### src/fetchPkg.sv
package fetchPkg;

    // Byte address where bit 2 picks the slot inside a bundle
    typedef logic [31:0] addrT;

    typedef logic [31:0] instrT;

    // Two instructions with the lower address in the low half
    typedef logic [63:0] bundleT;

    // Holds the BTB entry index of a branch
    typedef logic [5:0] branchIdT;

    localparam branchIdT noBranchId = 6'd63;

    // Instruction slots per bundle
    localparam int fetchWidth = 2;

endpackage
### src/instrRom.sv
module instrRom #(
    parameter int imemDepthLog2 = 6
) (
    input  logic                     clk,
    input  logic                     en0,
    input  fetchPkg::addrT           pc,
    input  logic                     imemWrite,
    input  logic [imemDepthLog2-1:0] imemAddr,
    input  fetchPkg::bundleT         imemData,
    output fetchPkg::bundleT         bundle
);

    localparam int depth = 2 ** imemDepthLog2;

    fetchPkg::bundleT mem [depth];

    logic [imemDepthLog2-1:0] readIdx;

    // Bits 2:0 address within the bundle
    assign readIdx = pc[imemDepthLog2+2:3];

    always_ff @(posedge clk) begin
        if (imemWrite) begin
            mem[imemAddr] <= imemData;
        end
    end

    // Read lines up with the counter's latched fetch address
    always_ff @(posedge clk) begin
        if (en0) begin
            bundle <= mem[readIdx];
        end
    end

endmodule

### config.mk
export PLATFORM = sky130hd
export DESIGN_NAME = instrRom
export DESIGN_NICKNAME = d
export VERILOG_FILES = /design/src/fetchPkg.sv /design/src/instrRom.sv
export SDC_FILE = /design/constraint.sdc
export NUM_CORES = 2
export LEC_CHECK = 0
export BUFFER_PORTS_ARGS = -buffer_cell sky130_fd_sc_hd__buf_4
export CORE_MARGIN = 5
export CORE_UTILIZATION = 52
export DETAILED_ROUTE_END_ITERATION = 8
export PLACE_DENSITY = 0.74
export RECOVER_POWER = 100
export SLEW_MARGIN = 5
export SYNTH_ARGS = -nofsm -noshare
export SYNTH_HDL_FRONTEND = slang
export SYNTH_SLANG_ARGS = --single-unit
### constraint.sdc
create_clock -name clk -period 7.9 [get_ports clk]
set_input_delay 0.395 -clock clk [delete_from_list [all_inputs] [get_ports clk]]
set_output_delay 0.395 -clock clk [all_outputs]
set_load 0.005 [all_outputs]
* Yosys cells after proc, flatten, opt, wreduce, memory -nomap -nowiden *
Memories as Yosys holds them, arrays and structs flattened. A register that Yosys moved wholly into a read port is not among the register bits.
Index checks and enable logic that the tools add are counted.

cells by class
  muxes and demuxes = 2

operators with widths
  cell               count
  1-bit two-way mux  2

word-level totals
  RAM bits = 4,096
  word-level logic and storage cells = 3
  memories kept = 1
  flip-flop bits (word level) = 0
  input port bits = 105
  output and inout port bits = 64

memory list
  name  depth  bits a word  read ports  clocked after memory_dff  wr ports  line            RTL
  mem   64     64           1           1                         1         instrRom.sv:15  fetchPkg::bundleT mem [depth];

* Logic depth before layout (Yosys ltp) *
  depth in word-level cells = 2
  mapped depth = 9
  mapped depth without buffers = 5

* Least setup slack after synthesis *
OpenSTA, ideal clock, no wires.

  path type = input port to flip-flop
  start point = input imemAddr[3]
  end point = memory mem[48][0] (netlist name), enable pin
  path slack = 2,069 ps
  setup time = 564 ps
  path buffers = 1
  required time = 7,336 ps
  cell stages on the path = 4
  arrival = 5,267 ps
  cells stage by stage = clkbuf_1 nor2b_1 nand4b_1 nor3_1

RTL lines
  item             line            RTL
  start, declared  instrRom.sv:8   input logic [imemDepthLog2-1:0] imemAddr,
  end, declared    instrRom.sv:15

No word-level cell before the write port.

* Worst setup path after layout *
  start point = input imemWrite
  end point = memory mem[10][2] (netlist name), enable pin

between the ends
  longest elaborated chain between the ends = 2

ends and longest elaborated chain
  item                                     line            RTL
  start, declared                          instrRom.sv:7   input logic imemWrite,
  1-bit two-way mux                        instrRom.sv:23  if (imemWrite) begin
  1-bit two-way mux (implied by the code)  instrRom.sv:24  mem[imemAddr] <= imemData;

No other way between the ends.

==> impl_summary.txt <==
----------------------------------------------------
[Setup path]
  CP top delay family ... buffers and inverters
  Cell-by-cell trace of the critical path ... clkbuf_1 -> nor2b_1 -> nand2_1 -> nor2_1 -> clkbuf_1 -> buf_4
  Slowest cell on the critical path ... sky130_fd_sc_hd__clkbuf_1
  Most common cell on crit path ... sky130_fd_sc_hd__clkbuf_1
  Bufs and invs on worst path ... 3
  Class of the most critical setup path ... input port to flip-flop
  Slowest Stage Delay on Critical Path ... around 2.5 ns
  CP endpoint kind ... flip-flop
  Top fanout value on the critical path ... 30
  Arrival @ worst endpoint ... 6.34 ns
  Critical path startpoint category ... input port
  Required arrival time at the worst endpoint ... 8.42 ns

[Power and ir drop]
  Switching power total ... 9381 µW
  Share of power burned in registers ... a little over half
  Worst VDD drop ... 263.6 µV
  Part of the total power dissipated in the clock network ... 41.7%
  Proportion of total power due to net switching ... 20.54%
  Cell internal power dissipation ... 36300 µW
  Cell Pwr Density ... ~260 mW/mm²
  Share of power burned in combinational logic ... 4.5%
  Leakage power summed over all cells ... 0.05403 µW

[Placement]
  Port bufs ... 142
  Total cell area at the placement stage ... 0.1633 mm²
  Estimated wirelength of the detail-placed design ... approximately 200000 µm
  Dpl ws ... 3.494 ns
  Global placement routability congestion ... 0.7860

[Yosys]
  Largest area contributor in the netlist ... sky130_fd_sc_hd__edfxtp_1
  Cell variety after synth ... 32
  Synth area leaders ... sky130_fd_sc_hd__edfxtp_1, sky130_fd_sc_hd__mux4_2, sky130_fd_sc_hd__mux2i_1
  Number of nets in the synthesized netlist ... roughly 6700
  Ys flop type ... sky130_fd_sc_hd__edfxtp_1
  Asr flop ratio synth ... 0%
  Post-Synthesis Mean Instance Area ... roughly 24 µm²
  Area of the mapped netlist ... 0.1570 mm²
  Synthesis Warnings ... 0
  Sequential area share after synthesis ... approximately four fifths
  Number of cells produced by synthesis ... 6598
  Fraction of post-synthesis cell area in the top cell type by area ... between 70% and 80%
  Count of flip-flops with a built-in enable after synthesis ... 4160
  Number of storage elements in the synthesis netlist ... around 4200

[STA]
  Max-slew violation count ... 8526
  Slack of the critical path ... 2.087 ns
  Portion of the clock cycle consumed by the worst path in the final layout ... 73.59%
  Max transition margin ... -245.4%
  Highest clock frequency the design can meet ... 172.0 MHz
  WHS ... 0.4656 ns
  Skew final ... between 0.07 and 0.08 ns
  Final total negative setup slack ... 0 ns
  Hold Vio Cnt, Final ... 0
  Count of final setup violators ... 0
  Final critical delay including setup and external delays ... 5.813 ns
  Unrepaired setup endpoints after global routing ... no
  Slew at the pin closest to its max-slew limit ... 5.181 ns

[Hold path]
  HP Class ... input port to flip-flop

[Layout]
  Area growth from synthesis to layout ... 11.95%
  Fraction of layout cells with a size suffix above 1 ... 24.38%
  Number of nets in the layout ... 7093
  Util after Layout ... 58.53%
  Cell area after layout ... 0.1758 mm²

[Global route]
  Pin count of the biggest net entering global routing ... between 100 and 150
  GRT Util Overall ... 25.79%
  Total congestion overflow ... 0
  Antenna violations before repair ... 25
  Wire length of the first global-routing pass ... 576500 µm
  Via count of the first global-routing pass ... 76640

[Route]
  Residual antenna-violating net count after detailed routing ... 0
  First-pass iteration count of the detailed router ... 8
  Final routed wire length divided by cell count ... 36.15 µm
  Detail-routed via count per cell ... approximately 6.8
  Total via count in the routed design ... 76290
  DRT iter0 DRCs ... 11680
  Drc violations ... 0
  Drt total wl ... about 410000 µm

[Clocking]
  Number of buffers created by CTS ... between 300 and 400
  Depth of the CTS H-tree ... 5
  TritonCTS sink count ... ~4200
  Clk slew on worst S/H paths ... 0.06 ns
  CTS max path bufs ... 4
  Worst-Skew Late Latency ... 0.96 ns
  Clock tree from TritonCTS ... yes
  Resized cells post-CTS ... 0
  CTS Root Cell ... sky130_fd_sc_hd__clkbuf_16

[Floorplan]
  Core region area ... 0.3003 mm²
  Initial Util ... between 50 and 60%
  Area of the die ... 0.3130 mm²
  Width of the chip ... 559.5 µm
  Number of top-level pins ... 169
  Number of rows in the core area ... between 200 and 250
  Height of the die ... 559.5 µm

[Status]
  Result of the run ... finished with violations
  Failing checks ... max-capacitance violations, max-slew violations

[Flow run]
  Maxcap violations ... 197

----------------------------------------------------
-- synthesized netlist by cell type (29+ instances only) --
cell / instances
sky130_fd_sc_hd__a211oi_1: 63
sky130_fd_sc_hd__a22o_1: 88
sky130_fd_sc_hd__a22oi_1: 168
sky130_fd_sc_hd__and3_1: 64
sky130_fd_sc_hd__buf_2: 170
sky130_fd_sc_hd__buf_4: 34
sky130_fd_sc_hd__clkbuf_1: 140
sky130_fd_sc_hd__edfxtp_1: 4160
sky130_fd_sc_hd__mux2i_1: 135
sky130_fd_sc_hd__mux4_2: 1024
sky130_fd_sc_hd__nand2_1: 58
sky130_fd_sc_hd__nand3_1: 45
sky130_fd_sc_hd__nor2_1: 112
sky130_fd_sc_hd__o221ai_1: 38
sky130_fd_sc_hd__o22ai_1: 83
sky130_fd_sc_hd__or3_1: 29
-- worst paths after layout --
kind | from | end | slack (ns) | cells past startpoint
setup / recovery | imemWrite | mem[10][2] | 2.09 | 6
hold / removal | pc[8] | bundle[14] | 0.47 | 4
setup reg to reg | mem[13][14] | bundle[14] | 5.49 | 5
hold reg to reg | mem[39][26] | bundle[26] | 0.93 | 4
-- cells by family (layout without fill, tap and decap cells) --
family | Yosys count | in the layout | synth area share, %
simple gates | 386 | 386 | 1.235
mux | 1159 | 1159 | 15.55
other cells | 0 | 12 | 0
compound gates | 504 | 504 | 2.467
flops | 4160 | 4160 | 79.57
buf+inv | 389 | 1101 | 1.176
-- power by group through the flow --
stage / sequential [µW] / combinational (µW) / clock [µW]
3_3_place_gp: 25000 / 1960 / 0
6_report: 24600 / 2030 / 19000
4_1_cts: 24600 / 2050 / 19200
5_1_grt: 24600 / 2150 / 20200
3_5_place_dp: 25000 / 2010 / 0
2_1_floorplan: 25000 / 1140 / 0
-- flip-flops by register name (all words and copies together), names as in the netlist --
name    count
bundle     64
mem      4096
-- placed cells by master (no fill, tap or decap), types with 16 or more instances in the layout --
| master | count |
|---|---|
| sky130_fd_sc_hd__a22oi_1 | 168 |
| sky130_fd_sc_hd__nand2_1 | 56 |
| sky130_fd_sc_hd__nor2b_1 | 24 |
| sky130_fd_sc_hd__dlygate4sd3_1 | 46 |
| sky130_fd_sc_hd__edfxtp_1 | 4160 |
| sky130_fd_sc_hd__clkbuf_1 | 274 |
| sky130_fd_sc_hd__clkbuf_2 | 16 |
| sky130_fd_sc_hd__nand3_1 | 45 |
| sky130_fd_sc_hd__o221ai_1 | 38 |
| sky130_fd_sc_hd__buf_4 | 57 |
| sky130_fd_sc_hd__or3_1 | 29 |
| sky130_fd_sc_hd__a22o_1 | 88 |
| sky130_fd_sc_hd__o22ai_1 | 83 |
| sky130_fd_sc_hd__or2_2 | 28 |
| sky130_fd_sc_hd__clkinv_1 | 80 |
| sky130_fd_sc_hd__clkinv_2 | 66 |
| sky130_fd_sc_hd__clkinvlp_4 | 18 |
| sky130_fd_sc_hd__clkbuf_16 | 406 |
| sky130_fd_sc_hd__mux2i_1 | 135 |
| sky130_fd_sc_hd__and3_1 | 64 |
| sky130_fd_sc_hd__clkbuf_4 | 36 |
| sky130_fd_sc_hd__a211oi_1 | 63 |
| sky130_fd_sc_hd__a2bb2oi_1 | 19 |
| sky130_fd_sc_hd__mux4_2 | 1024 |
| sky130_fd_sc_hd__a31oi_1 | 18 |
| sky130_fd_sc_hd__bufinv_16 | 48 |
| sky130_fd_sc_hd__inv_1 | 19 |
| sky130_fd_sc_hd__a41oi_1 | 26 |
| sky130_fd_sc_hd__nor2_1 | 75 |
| sky130_fd_sc_hd__nor2_4 | 37 |
-- area by class of cell --
type / count / area (µm²)
fillers: 20470 / 124500
clock inverters: 232 / 2502
multi-input cells: 2049 / 30550
diodes: 12 / 30.03
flip-flops and latches: 4160 / 124900
repair buffers: 359 / 2246
clock buffers: 491 / 10480
inverters: 19 / 71.32
well taps: 3958 / 4952
-- per-stage QoR --
| step | std cells | total power, µW |
|---|---|---|
| 6_report | 11280 | 45680 |
| 5_1_grt | 11280 | 46940 |
| 4_1_cts | 11270 | 45830 |
| 3_5_place_dp | 10500 | 27030 |
| 3_3_place_gp | 10500 | 26970 |
| 2_1_floorplan | 6598 | 26140 |
-- worst min-delay path: stages --
cell                      delay (ns)
sky130_fd_sc_hd__buf_4          0.25
sky130_fd_sc_hd__nor2b_2        0.32
sky130_fd_sc_hd__nand3_1        0.10
sky130_fd_sc_hd__and3_1         0.17
-- timing repair --
action	4_1_cts	5_1_grt
setup buffers	0	0
hold buffers	46	0
endpoints found under the hold margin	1815	0
-- metal layers --
layer  vias to the layer above  routed length, µm  global-route usage, %
li1                      29280                  -                      -
met1                     40270             141300                  35.55
met2                      5714             192000                  40.05
met3                      1007              52980                  6.229
met4                        12              21460                  10.93
met5                         -                 78                      0
Power figures use the tool's default switching activity.
