`src/fetchPkg.sv`:
```
package fetchPkg;

    // Byte address where bit 2 picks the slot inside a bundle
    typedef logic [31:0] addrT;

    typedef logic [31:0] instrT;

    // Two instructions with the lower address in the low half
    typedef logic [63:0] bundleT;

    // Holds the BTB entry index of a branch
    typedef logic [5:0] branchIdT;

    localparam branchIdT noBranchId = 6'd63;

    // Instruction slots per bundle
    localparam int fetchWidth = 2;

endpackage
```
`src/programCounter.sv`:
```
module programCounter (
    input  logic                 clk,
    input  logic                 rst,
    input  logic                 en0,
    input  logic                 en1,
    input  logic                 redirect,
    input  fetchPkg::addrT       redirectPc,
    input  fetchPkg::bundleT     bundle,
    input  logic                 hit,
    input  fetchPkg::addrT       src,
    input  fetchPkg::addrT       dst,
    input  logic                 isJump,
    input  logic                 multiple,
    input  fetchPkg::branchIdT   id,
    output fetchPkg::addrT       pc,
    output fetchPkg::addrT       slotPc [fetchPkg::fetchWidth],
    output fetchPkg::instrT      slotInstr [fetchPkg::fetchWidth],
    output fetchPkg::branchIdT   slotBranchId [fetchPkg::fetchWidth],
    output logic                 slotPred [fetchPkg::fetchWidth],
    output logic                 slotValid [fetchPkg::fetchWidth]
);

    typedef logic [fetchPkg::fetchWidth-1:0] maskT;

    fetchPkg::addrT     seqPc;
    fetchPkg::addrT     nextPc;
    maskT               nextMask;
    fetchPkg::branchIdT nextId [fetchPkg::fetchWidth];
    logic               nextPred [fetchPkg::fetchWidth];

    // Fetch information latched for the slot output stage
    fetchPkg::addrT     pcLast;
    maskT               maskLast;
    fetchPkg::branchIdT idLast [fetchPkg::fetchWidth];
    logic               predLast [fetchPkg::fetchWidth];

    // Next bundle base is +8 from slot 0 and +4 from slot 1
    assign seqPc = {pc[31:3], 3'b000} + 32'd8;

    always_comb begin
        nextPc   = seqPc;
        nextMask = '1;
        for (int i = 0; i < fetchPkg::fetchWidth; i++) begin
            nextId[i]   = fetchPkg::noBranchId;
            nextPred[i] = 1'b0;
        end

        if (hit) begin
            nextId[src[2]] = id;
            if (isJump) begin
                nextPc           = dst;
                nextPred[src[2]] = 1'b1;
                // Slot 1 is dead when the jump sits in slot 0
                if (!src[2]) begin
                    nextMask = 2'b01;
                end
            end else if (multiple) begin
                // Another branch follows in this bundle and is fetched next
                nextPc   = src + 32'd4;
                nextMask = 2'b01;
            end
        end
    end

    always_ff @(posedge clk) begin
        if (rst) begin
            pc       <= '0;
            pcLast   <= '0;
            maskLast <= '0;
            for (int i = 0; i < fetchPkg::fetchWidth; i++) begin
                idLast[i]   <= fetchPkg::noBranchId;
                predLast[i] <= 1'b0;
            end
        end else if (redirect) begin
            pc <= redirectPc;
        end else if (en0) begin
            pc       <= nextPc;
            pcLast   <= pc;
            maskLast <= nextMask;
            idLast   <= nextId;
            predLast <= nextPred;
        end
    end

    always_ff @(posedge clk) begin
        if (rst) begin
            for (int i = 0; i < fetchPkg::fetchWidth; i++) begin
                slotValid[i] <= 1'b0;
            end
        end else if (en1 && !redirect) begin
            for (int i = 0; i < fetchPkg::fetchWidth; i++) begin
                slotValid[i] <= (i >= int'(pcLast[2])) && maskLast[i];
            end
        end
    end

    always_ff @(posedge clk) begin
        if (en1 && !redirect) begin
            for (int i = 0; i < fetchPkg::fetchWidth; i++) begin
                slotPc[i]       <= {pcLast[31:3], 3'b000} + 32'(4 * i);
                slotInstr[i]    <= bundle[32*i +: 32];
                slotBranchId[i] <= idLast[i];
                slotPred[i]     <= predLast[i];
            end
        end
    end

endmodule

```
`config.mk`:
```
export PLATFORM = sky130hd
export DESIGN_NAME = programCounter
export DESIGN_NICKNAME = d
export VERILOG_FILES = /design/src/fetchPkg.sv /design/src/programCounter.sv
export SDC_FILE = /design/constraint.sdc
export NUM_CORES = 1
export LEC_CHECK = 0
export CORE_AREA = 3 3 137 139
export DETAILED_ROUTE_END_ITERATION = 16
export DIE_AREA = 0 0 140 142
export DONT_BUFFER_PORTS = 1
export PLACE_DENSITY = 0.6
export SETUP_SLACK_MARGIN = 0.3
export SKIP_LAST_GASP = 1
export SYNTH_ARGS = -nofsm -noshare
export SYNTH_HDL_FRONTEND = slang
export SYNTH_SLANG_ARGS = --single-unit
export TNS_END_PERCENT = 20
```
`constraint.sdc`:
```
create_clock -name clk -period 5.8 [get_ports clk]
set_input_delay 0.29 -clock clk [delete_from_list [all_inputs] [get_ports clk]]
set_output_delay 0.29 -clock clk [all_outputs]
set_load 0.005 [all_outputs]
```
-- Word-level counts from Yosys, hierarchy flattened
Index checks and enable logic that the tools add are counted.
- bits in registers: 221
- word-level logic and storage cells: 49
- bits of input ports: 174
- output and inout bits: 176
- add/sub/neg operators: 3
- bitwise operators: 4
- magnitude comparators: 3
- mux-type cells: 16
- reductions and logical operators: 6
- operators with widths (cell ; count):
    32-bit two-way mux ; 5
    32-bit by 3-bit adder with 32-bit output (second input constant) ; 2
    32-bit by 4-bit adder with 32-bit output (second input constant) ; 1
    12-bit two-way mux ; 1
    2-bit two-way mux ; 6
    12-bit inverter ; 1
    12-bit bitwise OR ; 1
    6-bit demux with 1-bit select ; 1
    6-bit two-way mux ; 1
    1-bit logical AND ; 3
    2-bit >= comparator (second input constant) ; 1
    2-bit by 1-bit less-than comparator with 1-bit output (second input constant) ; 1
    1-bit inverter with 2-bit output ; 1
    2-bit AND reduction ; 1
    2-bit nonzero test ; 1
    1-bit demux with 1-bit select ; 1
    1-bit >= comparator (first input constant) ; 1
    1-bit zero test ; 1
    1-bit two-way mux ; 1
    1-bit inverter ; 1

-- Logic depth before layout (Yosys ltp)
- depth after elaboration: 8
- depth in mapped cells: 8
- mapped depth without buffers: 6

-- Least setup slack after synthesis
No wires, ideal clock.
- path type: input port to flip-flop
- start point: input port redirect
- end point: register slotValid[0] in the netlist's numbering
- data arrival time: 5.811 ns
- setup slack: -0.138 ns
- cell stages on the path: 4
- cells stage by stage: clkbuf_1 -> nor2b_1 -> mux2i_1 -> nor2_1
- word-level cells in the longest chain between the ends: 2
- ends and longest elaborated chain (what ; line ; RTL):
    from (decl) ; programCounter.sv:6 ; input logic redirect,
    1-bit zero test ; programCounter.sv:90 ; end else if (en1 && !redirect) begin
    1-bit logical AND ; programCounter.sv:90 ;
    to (signal, indexed assignment) ; programCounter.sv:92 ; slotValid[i] <= (i >= int'(pcLast[2])) && maskLast[i];
    to (decl) ; programCounter.sv:20 ; output logic slotValid [fetchPkg::fetchWidth]
Every way passes these cells.
A chain may end at the register's enable or synchronous reset.

-- Final worst setup path
- start point: register pc[3]
- end point: register pc[17]
- word-level cells in the longest chain between the ends: 6
- ends and longest elaborated chain (what ; line ; RTL):
    from (decl) ; programCounter.sv:15 ; output fetchPkg::addrT pc,
    from (signal assigned) ; programCounter.sv:75 ; pc <= redirectPc;
    from (signal assigned) ; programCounter.sv:77 ; pc <= nextPc;
    32-bit by 4-bit adder with 32-bit output * ; programCounter.sv:38 ; assign seqPc = {pc[31:3], 3'b000} + 32'd8;
    32-bit two-way mux ; programCounter.sv:57 ; end else if (multiple) begin
    32-bit two-way mux ; programCounter.sv:50 ; if (isJump) begin
    32-bit two-way mux * ; programCounter.sv:48 ; if (hit) begin
    32-bit two-way mux * ; programCounter.sv:76 ; end else if (en0) begin
    32-bit two-way mux * ; programCounter.sv:74 ; end else if (redirect) begin
Every way passes the cells marked *; elsewhere a longest branch is shown, timed or not. The select of a mux whose other input is x is not followed.

==> impl_metrics.yaml <==
synthesis:
  synth_seq_cells: 187
  synth_area_leaders: "edfxtp_1, dfxtp_1, nand2_1"
  synth_top_area_frac: 0.385
  synth.most_common_cell: "edfxtp_1"
  netlist_area_sq_um: 8340
  synth_area_per_cell_sq_um: 10.4
  ys_warn_count: 0
  yosysSeqAreaShare: 0.578
  yosys-top-cells-count: "edfxtp_1, nand2_1, dfxtp_1"
  synth_cell_types: 66
  yosysTopAreaCell: "edfxtp_1"
  async_flop_share: 0
  ys.flop_type: "edfxtp_1"
  synthCells: 802
  synth-edff-count: 107
critical_path:
  cp.buffers_inverters: 0
  worstSetupPathDepth: 6
  worstSetupEndpointType: "flop"
  cpPeakStageDelay_ps: 670
  reg2regPathDepth: 6
  path_class: "reg -> reg"
  crit_family: "simple AND/OR/NAND/NOR gates"
  r2r_slack_ps: 3230
  cp.required_ps: 6170
  arrival_ps: 2940
  cpMostUsedCell: "or4_1"
  worstPathMaxFanout: 9
  start_kind: "flop"
  path_cells: "ha_1, nand3_1, or4_1, or4_1, and4_1, a21oi_2"
  slowest_stage: "or4_1"
global_routing:
  antenna_found_initial: 3
  grt_overflow: 0
  first_global_vias: 6368
  grt_usage: 0.250
  grt_max_degree: 78
  grt_pass1_wl_um: 38400
run_status:
  status: "finished clean"
final_layout:
  final_cell_area_sq_um: 9630
  syn_to_final_growth_pct: 15.5
  multi_input_area_sq_um: 3030
  seq_area_sq_um: 4810
  fillers: 1520
  drive_gt1_frac: 0.0614
  nets: 994
floorplanning:
  core_area_sq_um: 17800
  io_pins: 350
  die_w_um: 140
  die_y_um: 142
  initial_core_util: 0.469
  row_count: 49
  die-area_sq_um: 19900
timing:
  period_share: 0.443
  timing.hold.ws_ps: 19.4
  fin_crit_ps: 2570
  slew_headroom: 0.380
  setup_viol: 0
  clock.fmax_ghz: 0.389
  drv_slew: 0
  finalHoldViolations: 0
  max_slew.worst_pin.slew_ps: 928
  grt_setup_unrepaired: "false"
  final.setup_skew_ps: 9.82
  finalSetupTns_ps: 0
clock_tree:
  clock-sinks: 187
  cts.clk_slew.worst_paths_ps: 80
  cts_buffer_depth: 2
  cts_made_buffers: 17
  cts_tree: "yes"
  cts-root-buf: "clkbuf_16"
  htreeDepth: 4
  postCtsSetupRepairBufs: 0
  cts_resized: 0
  clkLatencyLatePin_ps: 430
power_and_ir_drop:
  power.density_nw_per_um2: 309
  peakVddDrop_v: 0.000199
  p_leak_nw: 3.18
drt:
  totalWireLength_um: 25700
  ant_nets: 0
  drtIter0Drc: 648
  wire_per_inst_um: 24.2
  first_pass_iters: 5
  vias: 6618
  drc_errors: 0
  vias_per_cell: 6.24
placed_design:
  portBuffers: 0
  place_area_sq_um: 8230
  dp_hpwl_um: 18300
  globalplace.congestion: 0.896
min_path:
  whs_path_depth: 3
  worstHoldPathType: "in -> reg"
flow_run:
  max_cap_viol_count: 0
-- final cells by class --
type,instances,share of cell area
sequential,187,0.500
multi-input combinational,517,0.315
timing repair buffer,78,0.0819
clock buffer,17,0.0442
tap,229,0.0298
clock inverter,15,0.0223
inverter,17,0.00663
antenna,1,0.000260
-- worst register-to-register path: stages, from the launching register on --
cell     delay (ps)
dfxtp_1         520
ha_1            240
nand3_1         220
or4_1           670
or4_1           510
and4_1          220
a21oi_2         120
-- where the power goes --
part / internal [mW] / switching, mW / total (mW) / leakage [nW]
Combinational: 0.0934 / 0.115 / 0.208 / 1.23
Clock: 0.668 / 0.559 / 1.23 / 0.309
Sequential: 1.47 / 0.0713 / 1.54 / 1.64
Total: 2.23 / 0.745 / 2.98 / 3.18
-- final timing paths --
kind | startpoint | endpoint
worst max register to register | pc[3] | pc[17]
worst max-delay path | pc[3] | pc[17]
worst min register to register | idLast[11] | slotBranchId[11]
worst min-delay path | rst | pc[31]
-- stage by stage --
step / power [mW] / cells / setup slack, ps / utilization
5_1_grt: 3.09 / 1060 / 3130 / 0.541
2_1_floorplan: 1.69 / 806 / 1970 / -
4_1_cts: 3.00 / 1060 / 3270 / 0.541
3_3_place_gp: 1.72 / 954 / 3360 / 0.463
3_5_place_dp: 1.73 / 954 / 3290 / 0.463
6_report: 2.98 / 1061 / 3230 / 0.542
-- cell families (layout without fill, tap and decap cells) --
| family | after synthesis | in the layout | synth area share |
|---|---|---|---|
| XOR/XNOR | 15 | 15 | 0.0158 |
| AND/OR/NAND/NOR | 278 | 278 | 0.172 |
| buffers and inverters | 102 | 127 | 0.0624 |
| multiplexers | 5 | 5 | 0.00600 |
| adder cells (fa/ha/maj) | 2 | 2 | 0.00300 |
| AO/OA/AOI/OAI | 211 | 211 | 0.162 |
| other | 2 | 7 | 0.000901 |
| flip-flops | 187 | 187 | 0.578 |
-- per-layer routing --
layer / part of all wire / track usage
met2: 0.47 / 0.400
met1: 0.39 / 0.312
met3: 0.12 / 0.115
met5: 0.0010 / 0
met4: 0.017 / 0.0632
-- layout by cell type (no fill, tap or decap), drive strengths merged, types with 20 or more instances in the layout --
master,count
nor3,21
dfxtp,80
nand3,20
dlygate4sd3,73
edfxtp,107
o21ai,40
o22ai,20
a21oi,61
nor2,31
nand2,100
inv,24
a31oi,20
nor4,23
-- timing repair --
action | CTS | global route
setup endpoints to repair | 0 | 0
hold buffers | 74 | 0
endpoints found under the hold margin | 141 | 0
-- flip-flops by register name (all words and copies together), names as in the netlist --
| name | cells |
|---|---|
| pc | 32 |
| slotPred | 2 |
| slotPc | 29 |
| slotBranchId | 12 |
| idLast | 12 |
| pcLast | 30 |
| predLast | 2 |
| maskLast | 2 |
| slotInstr | 64 |
| slotValid | 2 |
Note: power is estimated with default switching activity, not from simulation.
