`src/fetchPkg.sv`:
```
package fetchPkg;

    // Byte address where bit 2 picks the slot inside a bundle
    typedef logic [31:0] addrT;

    typedef logic [31:0] instrT;

    // Two instructions with the lower address in the low half
    typedef logic [63:0] bundleT;

    // Holds the BTB entry index of a branch
    typedef logic [5:0] branchIdT;

    localparam branchIdT noBranchId = 6'd63;

    // Instruction slots per bundle
    localparam int fetchWidth = 2;

endpackage
```
`src/branchTargetBuffer.sv`:
```
module branchTargetBuffer #(
    parameter int btbEntriesLog2 = 4
) (
    input  logic                 clk,
    input  logic                 rst,
    input  fetchPkg::addrT       pc,
    input  logic                 btbWrite,
    input  fetchPkg::addrT       btbSrc,
    input  fetchPkg::addrT       btbDst,
    input  logic                 btbIsJump,
    input  logic                 btbMultiple,
    output logic                 hit,
    output fetchPkg::addrT       src,
    output fetchPkg::addrT       dst,
    output logic                 isJump,
    output logic                 multiple,
    output fetchPkg::branchIdT   id
);

    localparam int entries = 2 ** btbEntriesLog2;
    // Bundle address bits above the index
    localparam int tagW = 32 - 3 - btbEntriesLog2;

    typedef logic [btbEntriesLog2-1:0] idxT;
    typedef logic [tagW-1:0] tagT;

    logic [entries-1:0] entryValid;
    tagT                entryTag [entries];
    logic               entrySlot [entries];
    fetchPkg::addrT     entryDst [entries];
    logic               entryJump [entries];
    logic               entryMultiple [entries];

    idxT lookupIdx;
    tagT lookupTag;
    idxT writeIdx;
    tagT writeTag;

    assign lookupIdx = pc[btbEntriesLog2+2:3];
    assign lookupTag = pc[31:btbEntriesLog2+3];
    assign writeIdx  = btbSrc[btbEntriesLog2+2:3];
    assign writeTag  = btbSrc[31:btbEntriesLog2+3];

    always_ff @(posedge clk) begin
        if (rst) begin
            entryValid <= '0;
        end else if (btbWrite) begin
            entryValid[writeIdx] <= 1'b1;
        end
    end

    always_ff @(posedge clk) begin
        if (btbWrite) begin
            entryTag[writeIdx]      <= writeTag;
            entrySlot[writeIdx]     <= btbSrc[2];
            entryDst[writeIdx]      <= btbDst;
            entryJump[writeIdx]     <= btbIsJump;
            entryMultiple[writeIdx] <= btbMultiple;
        end
    end

    // A source before the fetch slot was already passed, so it does not count
    assign hit = entryValid[lookupIdx]
                 && (entryTag[lookupIdx] == lookupTag)
                 && (entrySlot[lookupIdx] >= pc[2]);

    assign src      = {entryTag[lookupIdx], lookupIdx, entrySlot[lookupIdx], 2'b00};
    assign dst      = entryDst[lookupIdx];
    assign isJump   = entryJump[lookupIdx];
    assign multiple = entryMultiple[lookupIdx];
    assign id       = fetchPkg::branchIdT'(lookupIdx);

endmodule

```
`config.mk`:
```
export PLATFORM = sky130hd
export DESIGN_NAME = branchTargetBuffer
export DESIGN_NICKNAME = d
export VERILOG_FILES = /design/src/fetchPkg.sv /design/src/branchTargetBuffer.sv
export SDC_FILE = /design/constraint.sdc
export NUM_CORES = 1
export LEC_CHECK = 0
export ABC_AREA = 1
export BUFFER_PORTS_ARGS = -buffer_cell sky130_fd_sc_hd__buf_4
export CAP_MARGIN = 30
export CORE_ASPECT_RATIO = 1.5
export CORE_MARGIN = 8
export CORE_UTILIZATION = 30
export DETAILED_ROUTE_END_ITERATION = 8
export PLACE_DENSITY_LB_ADDON = 0.15
export SYNTH_ARGS = -nofsm -noshare
export SYNTH_HDL_FRONTEND = slang
export SYNTH_SLANG_ARGS = --single-unit
```
`constraint.sdc`:
```
create_clock -name clk -period 4.54 [get_ports clk]
set_clock_uncertainty 0.15 [all_clocks]
set_input_delay 0.908 -clock clk [delete_from_list [all_inputs] [get_ports clk]]
set_output_delay 0.908 -clock clk [all_outputs]
set_load 0.02 [all_outputs]
```
Word-level counts from Yosys, hierarchy flattened

Memories as Yosys holds them, arrays and structs flattened.
Index checks and enable logic that the tools add are counted.

$lt $le $gt $ge: 4
Multiplexer cells: 6
Equality and inequality tests: 1
Reduce and logical (&&, ||, !) cells: 3
Bitwise gates (word level): 1

Operators by type and width:

| kind                                                 | count |
|---|---|
| equality test 25 bit                                 | 1 |
| bitwise OR 16 bit                                    | 1 |
| < comparator 4 x 5 -> 1 bit (second input constant)  | 2 |
| binary-select mux 1 bit (select 4 bit)               | 1 |
| demux 1 bit (select 4 bit)                           | 1 |
| >= comparator 4 x 1 -> 1 bit (second input constant) | 1 |
| two-way mux 1 bit                                    | 4 |
| logical AND 1 bit                                    | 3 |
| >= comparator 1 bit                                  | 1 |

Output and inout port bits: 73
Memories: 5
Word-level logic and storage cells: 21
Bits in writable memories: 960
Bits in registers: 16

Memories:

| memory        | words | width | rd ports | clocked after Yosys merged registers in | wr ports | RTL line                 | text |
|---|---|---|---|---|---|---|---|
| entryDst      | 16    | 32    | 1        | 0                                       | 1        | branchTargetBuffer.sv:30 | `fetchPkg::addrT entryDst [entries];` |
| entryTag      | 16    | 25    | 1        | 0                                       | 1        | branchTargetBuffer.sv:28 | `tagT entryTag [entries];` |
| entryJump     | 16    | 1     | 1        | 0                                       | 1        | branchTargetBuffer.sv:31 | `logic entryJump [entries];` |
| entryMultiple | 16    | 1     | 1        | 0                                       | 1        | branchTargetBuffer.sv:32 | `logic entryMultiple [entries];` |
| entrySlot     | 16    | 1     | 1        | 0                                       | 1        | branchTargetBuffer.sv:29 | `logic entrySlot [entries];` |

Longest topological paths before layout

Gate-level depths: netlist of run 1.

Depth in word-level cells: 5
Mapped depth: 17
Mapped depth without buffers: 14

Least setup slack after synthesis of run 1

OpenSTA, ideal clock, no wires.

Path kind: input-to-reg
Start: input port btbSrc[5]
End: memory entryDst[0][0] (netlist name), enable pin
Data arrival time: 3.714 ns
Stages on the path: 5
Buffers on the path: 0
Path slack: 0.196 ns
Library setup time: 0.480 ns
Cell sequence: inv_1 -> nand2_1 -> nor2_1 -> inv_1 -> nor2_1

RTL lines:

| element         | RTL line                 | text |
|---|---|---|
| start, declared | branchTargetBuffer.sv:8  | `input fetchPkg::addrT btbSrc,` |
| end, declared   | branchTargetBuffer.sv:30 |  |

Straight into the memory's write port.

Worst setup path in the final report of run 1

Start: input port pc[3]
End: output port hit

Cells in the longest elaborated chain, start to end: 4

Ends and longest elaborated chain:

| element                                                                               | RTL line                                           | text |
|---|---|---|
| start, declared                                                                       | branchTargetBuffer.sv:6                            | `input fetchPkg::addrT pc,` |
| memory (16 x 25 bit) / binary-select mux 1 bit (select 4 bit) (equally long branches) | -                                                  |  |
| equality test 25 bit / two-way mux 1 bit (equally long branches)                      | branchTargetBuffer.sv:64, branchTargetBuffer.sv:63 |  |
| logical AND 1 bit                                                                     | branchTargetBuffer.sv:64                           | `&& (entryTag[lookupIdx] == lookupTag)` |
| logical AND 1 bit (*)                                                                 | branchTargetBuffer.sv:65                           | `&& (entrySlot[lookupIdx] >= pc[2]);` |
| end, declared                                                                         | branchTargetBuffer.sv:12                           | `output logic hit,` |

Mark *: on every way between the ends. The rest lies on a longest branch, timed or not. The select of a mux whose other input is x is not followed.

==> qor.txt, run 1 <==
Total gr overflow - 0
Cell accounting for the most synthesized area - edfxtp_1
Net Sw Power - 4.457 mW
Sequential share of power - 52.7%
Sinks on Clock Net - 976
Synthesized area divided by synthesized cell count - 12.26 um2
End-of-flow core utilization - 35.18%
RR Startpoint - entryValid[0]$_SDFFE_PP0P_
Number of nets in the final layout - 3,453
Clock Tree Root - clkbuf_16
Die ar. - 0.1435 mm2
Max Buffers Root-to-Sink - 3
Vias per Instance - 4.789
# port buffers - 165
Fill cell count - 12,924
Detailed Place HPWL - 62,360 um
Final Cycle Share - 91.53%
Kind of start point of the critical path - input pin
Ratio of cells with drive above 1 in the final layout - 11.61%
Arr. time, crit path - 3.10 ns
Ports placed on the boundary - 174
Total power density per cell area - 416.6 mW/mm2
Number of instances in the synthesized netlist - 3,215
Part of the Yosys area used for sequential elements - 73.96%
Number of global-route vias before repair - 24,540
Worst Setup End Kind - output pin
Worst setup slack before clock tree synthesis - 0.3478 ns
Hold WC Path Type - reg -> reg
Post-Place Cell Area - 0.04314 mm2
Hold buffer count at cts - 0
Start point of the worst min-delay path - entryValid[3]$_SDFFE_PP0P_
Die Y-Extent - 459.9 um
Max Fanout on Critical Path - 85
Share of the synthesized area in the top cell type - 73.14%
Final-report max-slew violation count - 0
Antenna violations before repair - 8
Number of storage elements in the synthesis netlist - 976
Static leakage - 16.24 nW
Number of setup violations in the final report - 0
Skew-Pair Late Insertion Delay - 0.67 ns
Portion of total power attributed to combinational logic - 7.5%
Count of routing violations after the opening detailed-route iteration - 1,648
Yosys warning total - 0
Tightest Pin Transition - 0.9390 ns
Layout Cell Area excl Fill - 0.04607 mm2
Cell Count, Final, Fillers Out - 5,164
Wire length of the first global-routing pass - 172,000 um
Starting Density - 30.10%
Overall routing resource usage - 16.08%
Maximum number of pins on one net before global-route repair - 99
Synth cell types - 26
Number of buffers inserted during clock tree synthesis - 94
TritonCTS clock tree - built
Resize count post-CTS - 0
Worst setup margin - 0.3847 ns
Max Freq - 240.7 MHz
Number of buffers added for setup after CTS - 0
Net switching fraction of the power - 23.23%
Routed WL per cell - 22.93 um
Die outline width - 311.9 um
RSZ-0062 raised after global routing - false
Result of the run - complete, no violations
Startpoint of the worst setup timing path - pc[3]
Type of the setup path with the least slack - in -> out
Number of nets with antenna violations after detailed routing - 0
Biggest area contributors in the synthesized netlist - edfxtp_1, nand2_1, nor2_1, o21ai_0, nand3_1
Hold Violations, Final - 0
Core box area - 0.1309 mm2
Total Neg Setup Slack - 0 ns
Data required, critical path - 3.48 ns
H-tree lvl count - 3
Drt total wl - 118,400 um
Drc violations - 0
Via Count - 24,728
Synth-to-layout area growth - 16.88%
Synthesized cell area - 0.03941 mm2
Total placed cells including tap cells - 4,988
Maximum resistive drop on vdd - 257.4 uV
Max_cap viols - 0
Total number of placement rows - 163
Clock transition at the registers of the reported paths - 0.06 ns
RD Place Congestion - 0.6994
Internal power component - 14.73 mW
Power share of the clock group - 39.8%
Tightest slew margin relative to the limit - 37.40%
First drt pass iteration count - 5
Min cycle time layout - 4.155 ns
[layout make-up]
| cell class | instances | area [um2] | area share (%) |
|---|---|---|---|
| timing repair buffer | 251 | 2485 | 5.394 |
| sequential | 976 | 29150 | 63.27 |
| tap | 1732 | 2167 | 4.704 |
| antenna | 4 | 10.01 | 0.02173 |
| multi-input combinational | 1858 | 8666 | 18.81 |
| clock buffer | 131 | 2551 | 5.538 |
| inverter | 171 | 673.1 | 1.461 |
| clock inverter | 41 | 366.6 | 0.7958 |
[worst max-delay path, cell delays in order]
cell and delay [ns]:
buf_8 0.20, buf_12 0.32, nor2_1 0.10, nor2_1 0.09
o21ai_0 0.10, nand3_1 0.11, nand3_1 0.14, nand2_1 0.12
nand2_1 0.06, nand2_1 0.11, nand2_1 0.13, nor2_1 0.16
nand3_1 0.15, nor2_1 0.13, buf_4 0.14
[cell families after synthesis]
group	Yosys count	share of synthesized area, %
simple gates	1371	14.11
other cells	1	0.009515
flops	976	73.96
compound gates	483	7.537
buf+inv	384	4.391
[synthesized netlist by cell type]
cell type  instances
buf_4             30
nand4_1            1
or2_2              1
dfxtp_1           16
o22ai_1           16
buf_2             43
nand2_1          640
a21oi_1            1
buf_1             22
inv_4              1
conb_1             1
o21ai_1           14
nor2_1           420
o221ai_1         120
clkinv_1           2
nand3b_1           8
edfxtp_1         960
inv_2              1
o21ai_0          300
buf_6             16
inv_1            167
o21ba_2            1
o211ai_1          31
nand3_1          299
clkbuf_1         102
or2_1              2
[power groups by stage]
| stage | combinational [mW] | clock, mW | sequential (mW) |
|---|---|---|---|
| floorplan | 0.771 | 0 | 10.3 |
| global route | 1.60 | 8.16 | 10.1 |
| detailed placement | 1.48 | 0 | 10.3 |
| finish | 1.45 | 7.63 | 10.1 |
| CTS | 1.49 | 7.85 | 10.1 |
| global placement | 1.48 | 0 | 10.3 |
[path summary, 6_finish.rpt]
| check | end | slack [ns] | cells past startpoint |
|---|---|---|---|
| max | hit | 0.38 | 15 |
| max reg2reg | entryValid[0]$_SDFFE_PP0P_ | 3.78 | 1 |
| min | entryValid[3]$_SDFFE_PP0P_ | 0.31 | 2 |
| min reg2reg | entryValid[3]$_SDFFE_PP0P_ | 0.31 | 2 |
[state kept, by name, summed over array words and instances, names as in the netlist]
signal and cells:
entryDst 512, entryTag 400, entryJump 16, entryMultiple 16, entrySlot 16, entryValid 16
[stage by stage]
stage / power (mW) / hold slack (ns)
2_1_floorplan: 11.08 / 0.2793
6_report: 19.19 / 0.3095
4_1_cts: 19.45 / 0.2992
3_3_place_gp: 11.78 / 0.2941
3_5_place_dp: 11.79 / 0.3013
5_1_grt: 19.89 / 0.3403
[placed cells by master, fill, tap and decap left out, types with 2 or more instances in the layout]
| cell type | Yosys | routed |
|---|---|---|
| buf_12 | 0 | 45 |
| buf_4 | 30 | 202 |
| bufinv_16 | 0 | 5 |
| clkbuf_1 | 102 | 31 |
| clkbuf_16 | 0 | 94 |
| clkbuf_8 | 0 | 7 |
| clkinv_1 | 2 | 16 |
| clkinv_2 | 0 | 13 |
| conb_1 | 1 | 4 |
| dfxtp_1 | 16 | 16 |
| diode_2 | 0 | 4 |
| edfxtp_1 | 960 | 960 |
| inv_1 | 167 | 167 |
| inv_16 | 0 | 3 |
| inv_6 | 0 | 5 |
| nand2_1 | 640 | 640 |
| nand3_1 | 299 | 299 |
| nand3b_1 | 8 | 8 |
| nor2_1 | 420 | 404 |
| nor2_4 | 0 | 16 |
| o211ai_1 | 31 | 31 |
| o21ai_0 | 300 | 300 |
| o21ai_1 | 14 | 14 |
| o221ai_1 | 120 | 120 |
| o22ai_1 | 16 | 16 |
| or2_1 | 2 | 2 |
[layer usage]
metal / up-vias / share of wire [%] / GRT usage (%)
li1: 11715 / - / -
met1: 12350 / 43 / 20.18
met2: 515 / 51 / 28.46
met3: 144 / 4.5 / 2.703
met4: 4 / 2.1 / 4.548
met5: - / 0.023 / 0
No activity file was read; power rests on OpenSTA's default activity.
==> run 2: changes to the inputs <==
==> constraint.sdc (replaced) <==
create_clock -name clk -period 4.54 [get_ports clk]
set_clock_uncertainty 0.15 [all_clocks]
set_input_delay 0.681 -clock clk [delete_from_list [all_inputs] [get_ports clk]]
set_output_delay 0.681 -clock clk [all_outputs]
set_load 0.02 [all_outputs]
==> run 2 against run 1 <==
Net effect: first-iteration DRC count grew 0.97%; critical path depth unchanged; final area is 0.24% lower; power barely moved; via count up 0.13%; utilization shrank 0.084 points; worst setup slack better by 0.36 ns; non-clock buffer count shrank 8; register-to-register slack is essentially flat; cell count fell by 0.12%.
==> qor.txt, run 2 (synthesis gave the netlist of run 1 again) <==
Sequential share of power - 52.7%
Net switching fraction of the power - 22.74%
Skew-Pair Late Insertion Delay - 0.66 ns
Tightest slew margin relative to the limit - 41.99%
Drt total wl - 117,200 um
Worst setup margin - 0.7475 ns
Clock transition at the registers of the reported paths - 0.06 ns
Fill cell count - 12,856
Power share of the clock group - 39.9%
Antenna violations before repair - 11
Arr. time, crit path - 2.96 ns
Portion of total power attributed to combinational logic - 7.4%
Type of the setup path with the least slack - in -> out
Number of nets in the final layout - 3,446
Max Fanout on Critical Path - 148
Tightest Pin Transition - 0.8681 ns
Resize count post-CTS - 0
End-of-flow core utilization - 35.10%
Vias per Instance - 4.800
Max reg flops - 512
Total number of placement rows - 163
Die Y-Extent - 459.9 um
Die outline width - 311.9 um
Number of nets with antenna violations after detailed routing - 0
RR Startpoint - entryValid[0]$_SDFFE_PP0P_
H-tree lvl count - 3
Highest-count cells in the layout ignoring fill and taps - edfxtp_1, nand2_1, nor2_1
Start point of the worst min-delay path - btbDst[9]
Ratio of cells with drive above 1 in the final layout - 11.44%
Max Freq - 263.7 MHz
Total gr overflow - 0
RSZ-0062 raised after global routing - false
Total power density per cell area - 417.6 mW/mm2
TritonCTS clock tree - built
Internal power component - 14.83 mW
Worst Setup End Kind - output pin
First drt pass iteration count - 5
Maximum resistive drop on vdd - 254.8 uV
Hold Violations, Final - 0
Number of setup violations in the final report - 0
Clock Tree Root - clkbuf_16
# port buffers - 165
Final Cycle Share - 83.53%
Post-layout total power - 19.19 mW
Drc violations - 0
Max_cap viols - 0
Startpoint of the worst setup timing path - pc[3]
Count of routing violations after the opening detailed-route iteration - 1,664
Top reg by flops - entryDst
Routed WL per cell - 22.72 um
Sinks on Clock Net - 976
Starting Density - 30.10%
Core box area - 0.1309 mm2
Ports placed on the boundary - 174
Total Neg Setup Slack - 0 ns
Die ar. - 0.1435 mm2
Overall routing resource usage - 15.97%
Detailed Place HPWL - 61,220 um
Max Buffers Root-to-Sink - 3
Leading registers by flop count - entryDst: 512 flops, entryTag: 400 flops
RD Place Congestion - 0.7097
Final-report max-slew violation count - 0
Net Sw Power - 4.364 mW
Synth-to-layout area growth - 16.60%
Hold WC Path Type - in -> reg
Wire length of the first global-routing pass - 170,600 um
Min cycle time layout - 3.792 ns
Kind of start point of the critical path - input pin
Data required, critical path - 3.71 ns
Worst setup slack before clock tree synthesis - 0.6760 ns
Static leakage - 16.18 nW
Via Count - 24,759
Maximum number of pins on one net before global-route repair - 149
Result of the run - complete, no violations
Most common library cell in the layout ignoring fill and taps - edfxtp_1
Hold buffer count at cts - 0
Number of global-route vias before repair - 24,684
Number of buffers inserted during clock tree synthesis - 95
Number of buffers added for setup after CTS - 0
run 2: critical path: stages:
cell	delay, ns
buf_8	0.14
inv_16	0.33
nand2_1	0.10
nand2_1	0.08
nand2_1	0.05
nand3_1	0.08
nand3_1	0.23
nand3_1	0.33
nand2_1	0.14
nor2_1	0.12
nand2_1	0.06
nor2_1	0.09
nand2_1	0.08
nor2_1	0.09
buf_4	0.15
run 2: area by class of cell:
type / instances / area [um2] / area share [%]
diodes: 7 / 17.52 / 0.03812
clock inverters: 40 / 356.6 / 0.7759
well taps: 1732 / 2167 / 4.715
repair buffers: 243 / 2332 / 5.075
flip-flops and latches: 976 / 29150 / 63.43
inverters: 171 / 673.1 / 1.465
multi-input cells: 1858 / 8666 / 18.86
clock buffers: 131 / 2596 / 5.649
run 2: layer usage:
layer | track usage, % | up-vias | part of all wire, %
li1 | - | 11697 | -
met1 | 20.50 | 12415 | 44
met2 | 27.80 | 514 | 50
met3 | 2.815 | 127 | 4.6
met4 | 4.143 | 6 | 1.9
met5 | 0 | - | 0.035
run 2: power by group through the flow:
stage                     registers, mW  clock network [mW]  logic [mW]
after floorplan                    10.3                   0       0.771
after global placement             10.3                   0        1.46
after detailed placement           10.3                   0        1.46
after CTS                          10.1                7.89        1.47
after global routing               10.1                8.20        1.58
final                              10.1                7.65        1.43
run 2: metrics by stage:
step / instance area (um2) / cells / hold slack (ns)
2_1_floorplan: 39420 / 3218 / 0.2793
3_3_place_gp: 42930 / 4978 / 0.2963
3_5_place_dp: 42990 / 4980 / 0.3018
4_1_cts: 45940 / 5151 / 0.09935
5_1_grt: 45940 / 5152 / 0.1354
6_report: 45960 / 5158 / 0.1570
run 2: final timing paths:
check | end | slack, ns | depth (start not counted)
min reg2reg | entryValid[3]$_SDFFE_PP0P_ | 0.31 | 2
max | hit | 0.75 | 15
min | entryDst[1][9]$_DFFE_PP_ | 0.16 | 1
max reg2reg | entryValid[0]$_SDFFE_PP0P_ | 3.78 | 1
==> run 3: changes to the inputs <==
Settings changed: ABC_AREA 1 to 0.
Clock period 4.54 ns to 3.6 ns, I/O delays scaled along.
==> run 3 against run 2 <==
Net effect: the run now ends with setup timing left; power grew 28%; die area shrank 4.0%; sequential power grew 27%; critical path depth shrank 7; global-route usage shrank 0.66 points; critical path type is now reg -> out; highest routed layer unchanged.
==> qor.txt, run 3 <==
Result of the run - complete, but fails checks
Failing checks - setup timing
Synth-to-layout area growth - 22.94%
Terminating pin of the worst hold path - entryTag[0][22]$_DFFE_PP_
Via Count - 18,466
Dominant cell by count in the synthesized netlist - edfxtp_1
Highest-count cells in the layout ignoring fill and taps - edfxtp_1, buf_4, mux4_2
Overall routing resource usage - 15.31%
Min cycle time layout - 4.176 ns
Die ar. - 0.1378 mm2
Met1 usage in global routing - 18.72%
Number of nets with antenna violations after detailed routing - 0
Most used DFF post-synth - edfxtp_1
Die Y-Extent - 450.6 um
Commonest cells in the netlist - edfxtp_1, mux4_2, nor2_1
Sinks on Clock Net - 976
Final-report max-slew violation count - 0
# port buffers - 165
Top reg by flops - entryDst
Synthesized cell area - 0.03777 mm2
H-tree lvl count - 3
RD Place Congestion - 0.7627
Worst reg-to-reg path cell count - 2
Cell accounting for the most synthesized area - edfxtp_1
Busiest layer in global routing - met2
Number of buffers inserted during clock tree synthesis - 100
Synthesized area divided by synthesized cell count - 22.59 um2
Kind of start point of the critical path - register
Core box area - 0.1251 mm2
Max Buffers Root-to-Sink - 3
Skew-Pair Late Insertion Delay - 0.68 ns
Share of the synthesized area in the top cell type - 76.31%
Drt total wl - 106,400 um
Fraction of registers with async set/reset - 0%
Start point of the worst min-delay path - btbSrc[4]
Count of routing violations after the opening detailed-route iteration - 1,071
Total power density per cell area - 527.4 mW/mm2
Part of the Yosys area used for sequential elements - 77.16%
Max reg flops - 512
Antenna violations before repair - 12
Final Cycle Share - 116.0%
Number of instances in the synthesized netlist - 1,672
Post-layout total power - 24.49 mW
TritonCTS clock tree - built
Met3 GRT Util - 2.248%
Total gr overflow - 0
Starting Density - 30.19%
First drt pass iteration count - 5
Vias per Instance - 4.896
Arr. time, crit path - 3.49 ns
Worst Setup End Kind - output pin
Max_cap viols - 0
Die outline width - 305.7 um
Clock Tree Root - clkbuf_16
Static leakage - 15.06 nW
Most common library cell in the layout ignoring fill and taps - edfxtp_1
Wire length of the first global-routing pass - 152,100 um
Tightest Pin Transition - 0.7939 ns
Number of global-route vias before repair - 20,491
Maximum number of pins on one net before global-route repair - 62
Register-to-register setup slack - 2.88 ns
Tightest slew margin relative to the limit - 46.94%
Hold Violations, Final - 0
Ports placed on the boundary - 174
Total number of placement rows - 159
Clock transition at the registers of the reported paths - 0.06 ns
Worst hold path stage count - 2
Met2 Track Usage GR - 27.74%
Ratio of cells with drive above 1 in the final layout - 35.70%
Type of the setup path with the least slack - reg -> out
Final hold slack - 0.1675 ns
Drc violations - 0
Max Fanout on Critical Path - 2
Startpoint of the worst setup timing path - entryTag[7][1]$_DFFE_PP_
Total Neg Setup Slack - -0.5755 ns
Routed WL per cell - 28.20 um
Data required, critical path - 2.91 ns
Detailed Place HPWL - 61,860 um
Number of storage elements in the synthesis netlist - 976
Worst setup margin - -0.5755 ns
Post-synth EDFFs - 960
Leading registers by flop count - entryDst: 512 flops, entryTag: 400 flops
Hold WC Path Type - in -> reg
Maximum resistive drop on vdd - 338.3 uV
Biggest area contributors in the synthesized netlist - edfxtp_1, mux4_2, mux2i_1, dfxtp_1, nor2_1
Number of buffers added for setup after CTS - 0
RR Startpoint - entryValid[3]$_SDFFE_PP0P_
Synth cell types - 56
Max Freq - 239.5 MHz
RSZ-0062 raised after global routing - true
Number of setup violations in the final report - 1
Worst reg2reg path endpoint - entryValid[3]$_SDFFE_PP0P_
Number of nets in the final layout - 2,188
Yosys warning total - 0
run 3: cell types whose count changed after synthesis, moves of 14 or more:
cell / before / now
inv_1: 167 / 10
buf_2: 43 / 21
o221ai_1: 120 / 2
xnor2_1: 0 / 14
mux2i_1: 0 / 48
clkbuf_1: 102 / 36
nand2_1: 640 / 37
mux4_2: 0 / 266
a22oi_1: 0 / 18
nand3_1: 299 / 15
o21ai_0: 300 / 8
nor2_1: 420 / 61
o211ai_1: 31 / 0
run 3: final cells by class:
cell class / count / area, um2
Timing Repair Buffer: 404 / 3897
Multi-Input combinational cell: 593 / 8284
Sequential cell: 976 / 29150
Clock inverter: 39 / 410.4
Inverter: 12 / 47.55
Antenna cell: 5 / 12.51
Tap cell: 1610 / 2014
Clock buffer: 133 / 2626
Fill cell: 11383 / 78690
run 3: kinds of logic (layout without fill, tap and decap cells):
| family | Yosys count | in the layout | share of synthesized area [%] |
|---|---|---|---|
| xor gates and xnor gates | 19 | 19 | 0.4405 |
| AOI/OAI and AO/OA | 96 | 96 | 1.732 |
| muxes | 319 | 319 | 17.28 |
| and+or+nand+nor | 155 | 155 | 1.901 |
| buffers and inverters | 106 | 588 | 1.474 |
| other | 1 | 9 | 0.009927 |
| DFF | 976 | 976 | 77.16 |
run 3: metal layers:
layer  part of all wire, %  routed length, um
met1                    41              43500
met2                    53              56660
met3                   3.5               3717
met4                   2.3               2470
met5                 0.014                 15
run 3: critical path, stage by stage (launching register included):
cell,delay [ns]
edfxtp_1,0.37
mux4_2,0.48
mux4_2,0.55
xnor2_2,0.16
nand2_2,0.12
a221o_1,0.33
or4_4,0.46
nor4_4,0.16
buf_4,0.19
run 3: report_power, final:
part	internal [mW]	switching [mW]	leakage (nW)
clock network	5.55	4.27	1.47
logic	0.865	1.05	4.79
registers	12.7	0.0488	8.80
total	19.1	5.37	15.1
run 3: how the worst max path moves through the flow:
stage / end / slack [ns]
global route: hit / -0.71
CTS: hit / -0.67
global placement: hit / -0.65
floorplan: entryDst[1][0]$_DFFE_PP_ / -0.66
detailed placement: hit / -0.69
finish: hit / -0.58
run 3: through the flow:
| stage | setup WS (ns) | cells | cell area (um2) | util [%] |
|---|---|---|---|---|
| finish | -0.5755 | 3772 | 46440 | 37.11 |
| detailed placement | -0.6894 | 3532 | 42660 | 34.09 |
| global placement | -0.6528 | 3532 | 42660 | 34.09 |
| global route | -0.7087 | 3770 | 46440 | 37.11 |
| CTS | -0.6688 | 3767 | 46430 | 37.10 |
| floorplan | -0.6604 | 1675 | 37970 | - |
run 3: timing repair:
action                                 CTS  global route
cloned                                   2             0
pin swaps                                1             0
gates resized for setup                 11             3
setup endpoints to repair               28            11
hold buffers                            61             0
endpoints found under the hold margin  937             0
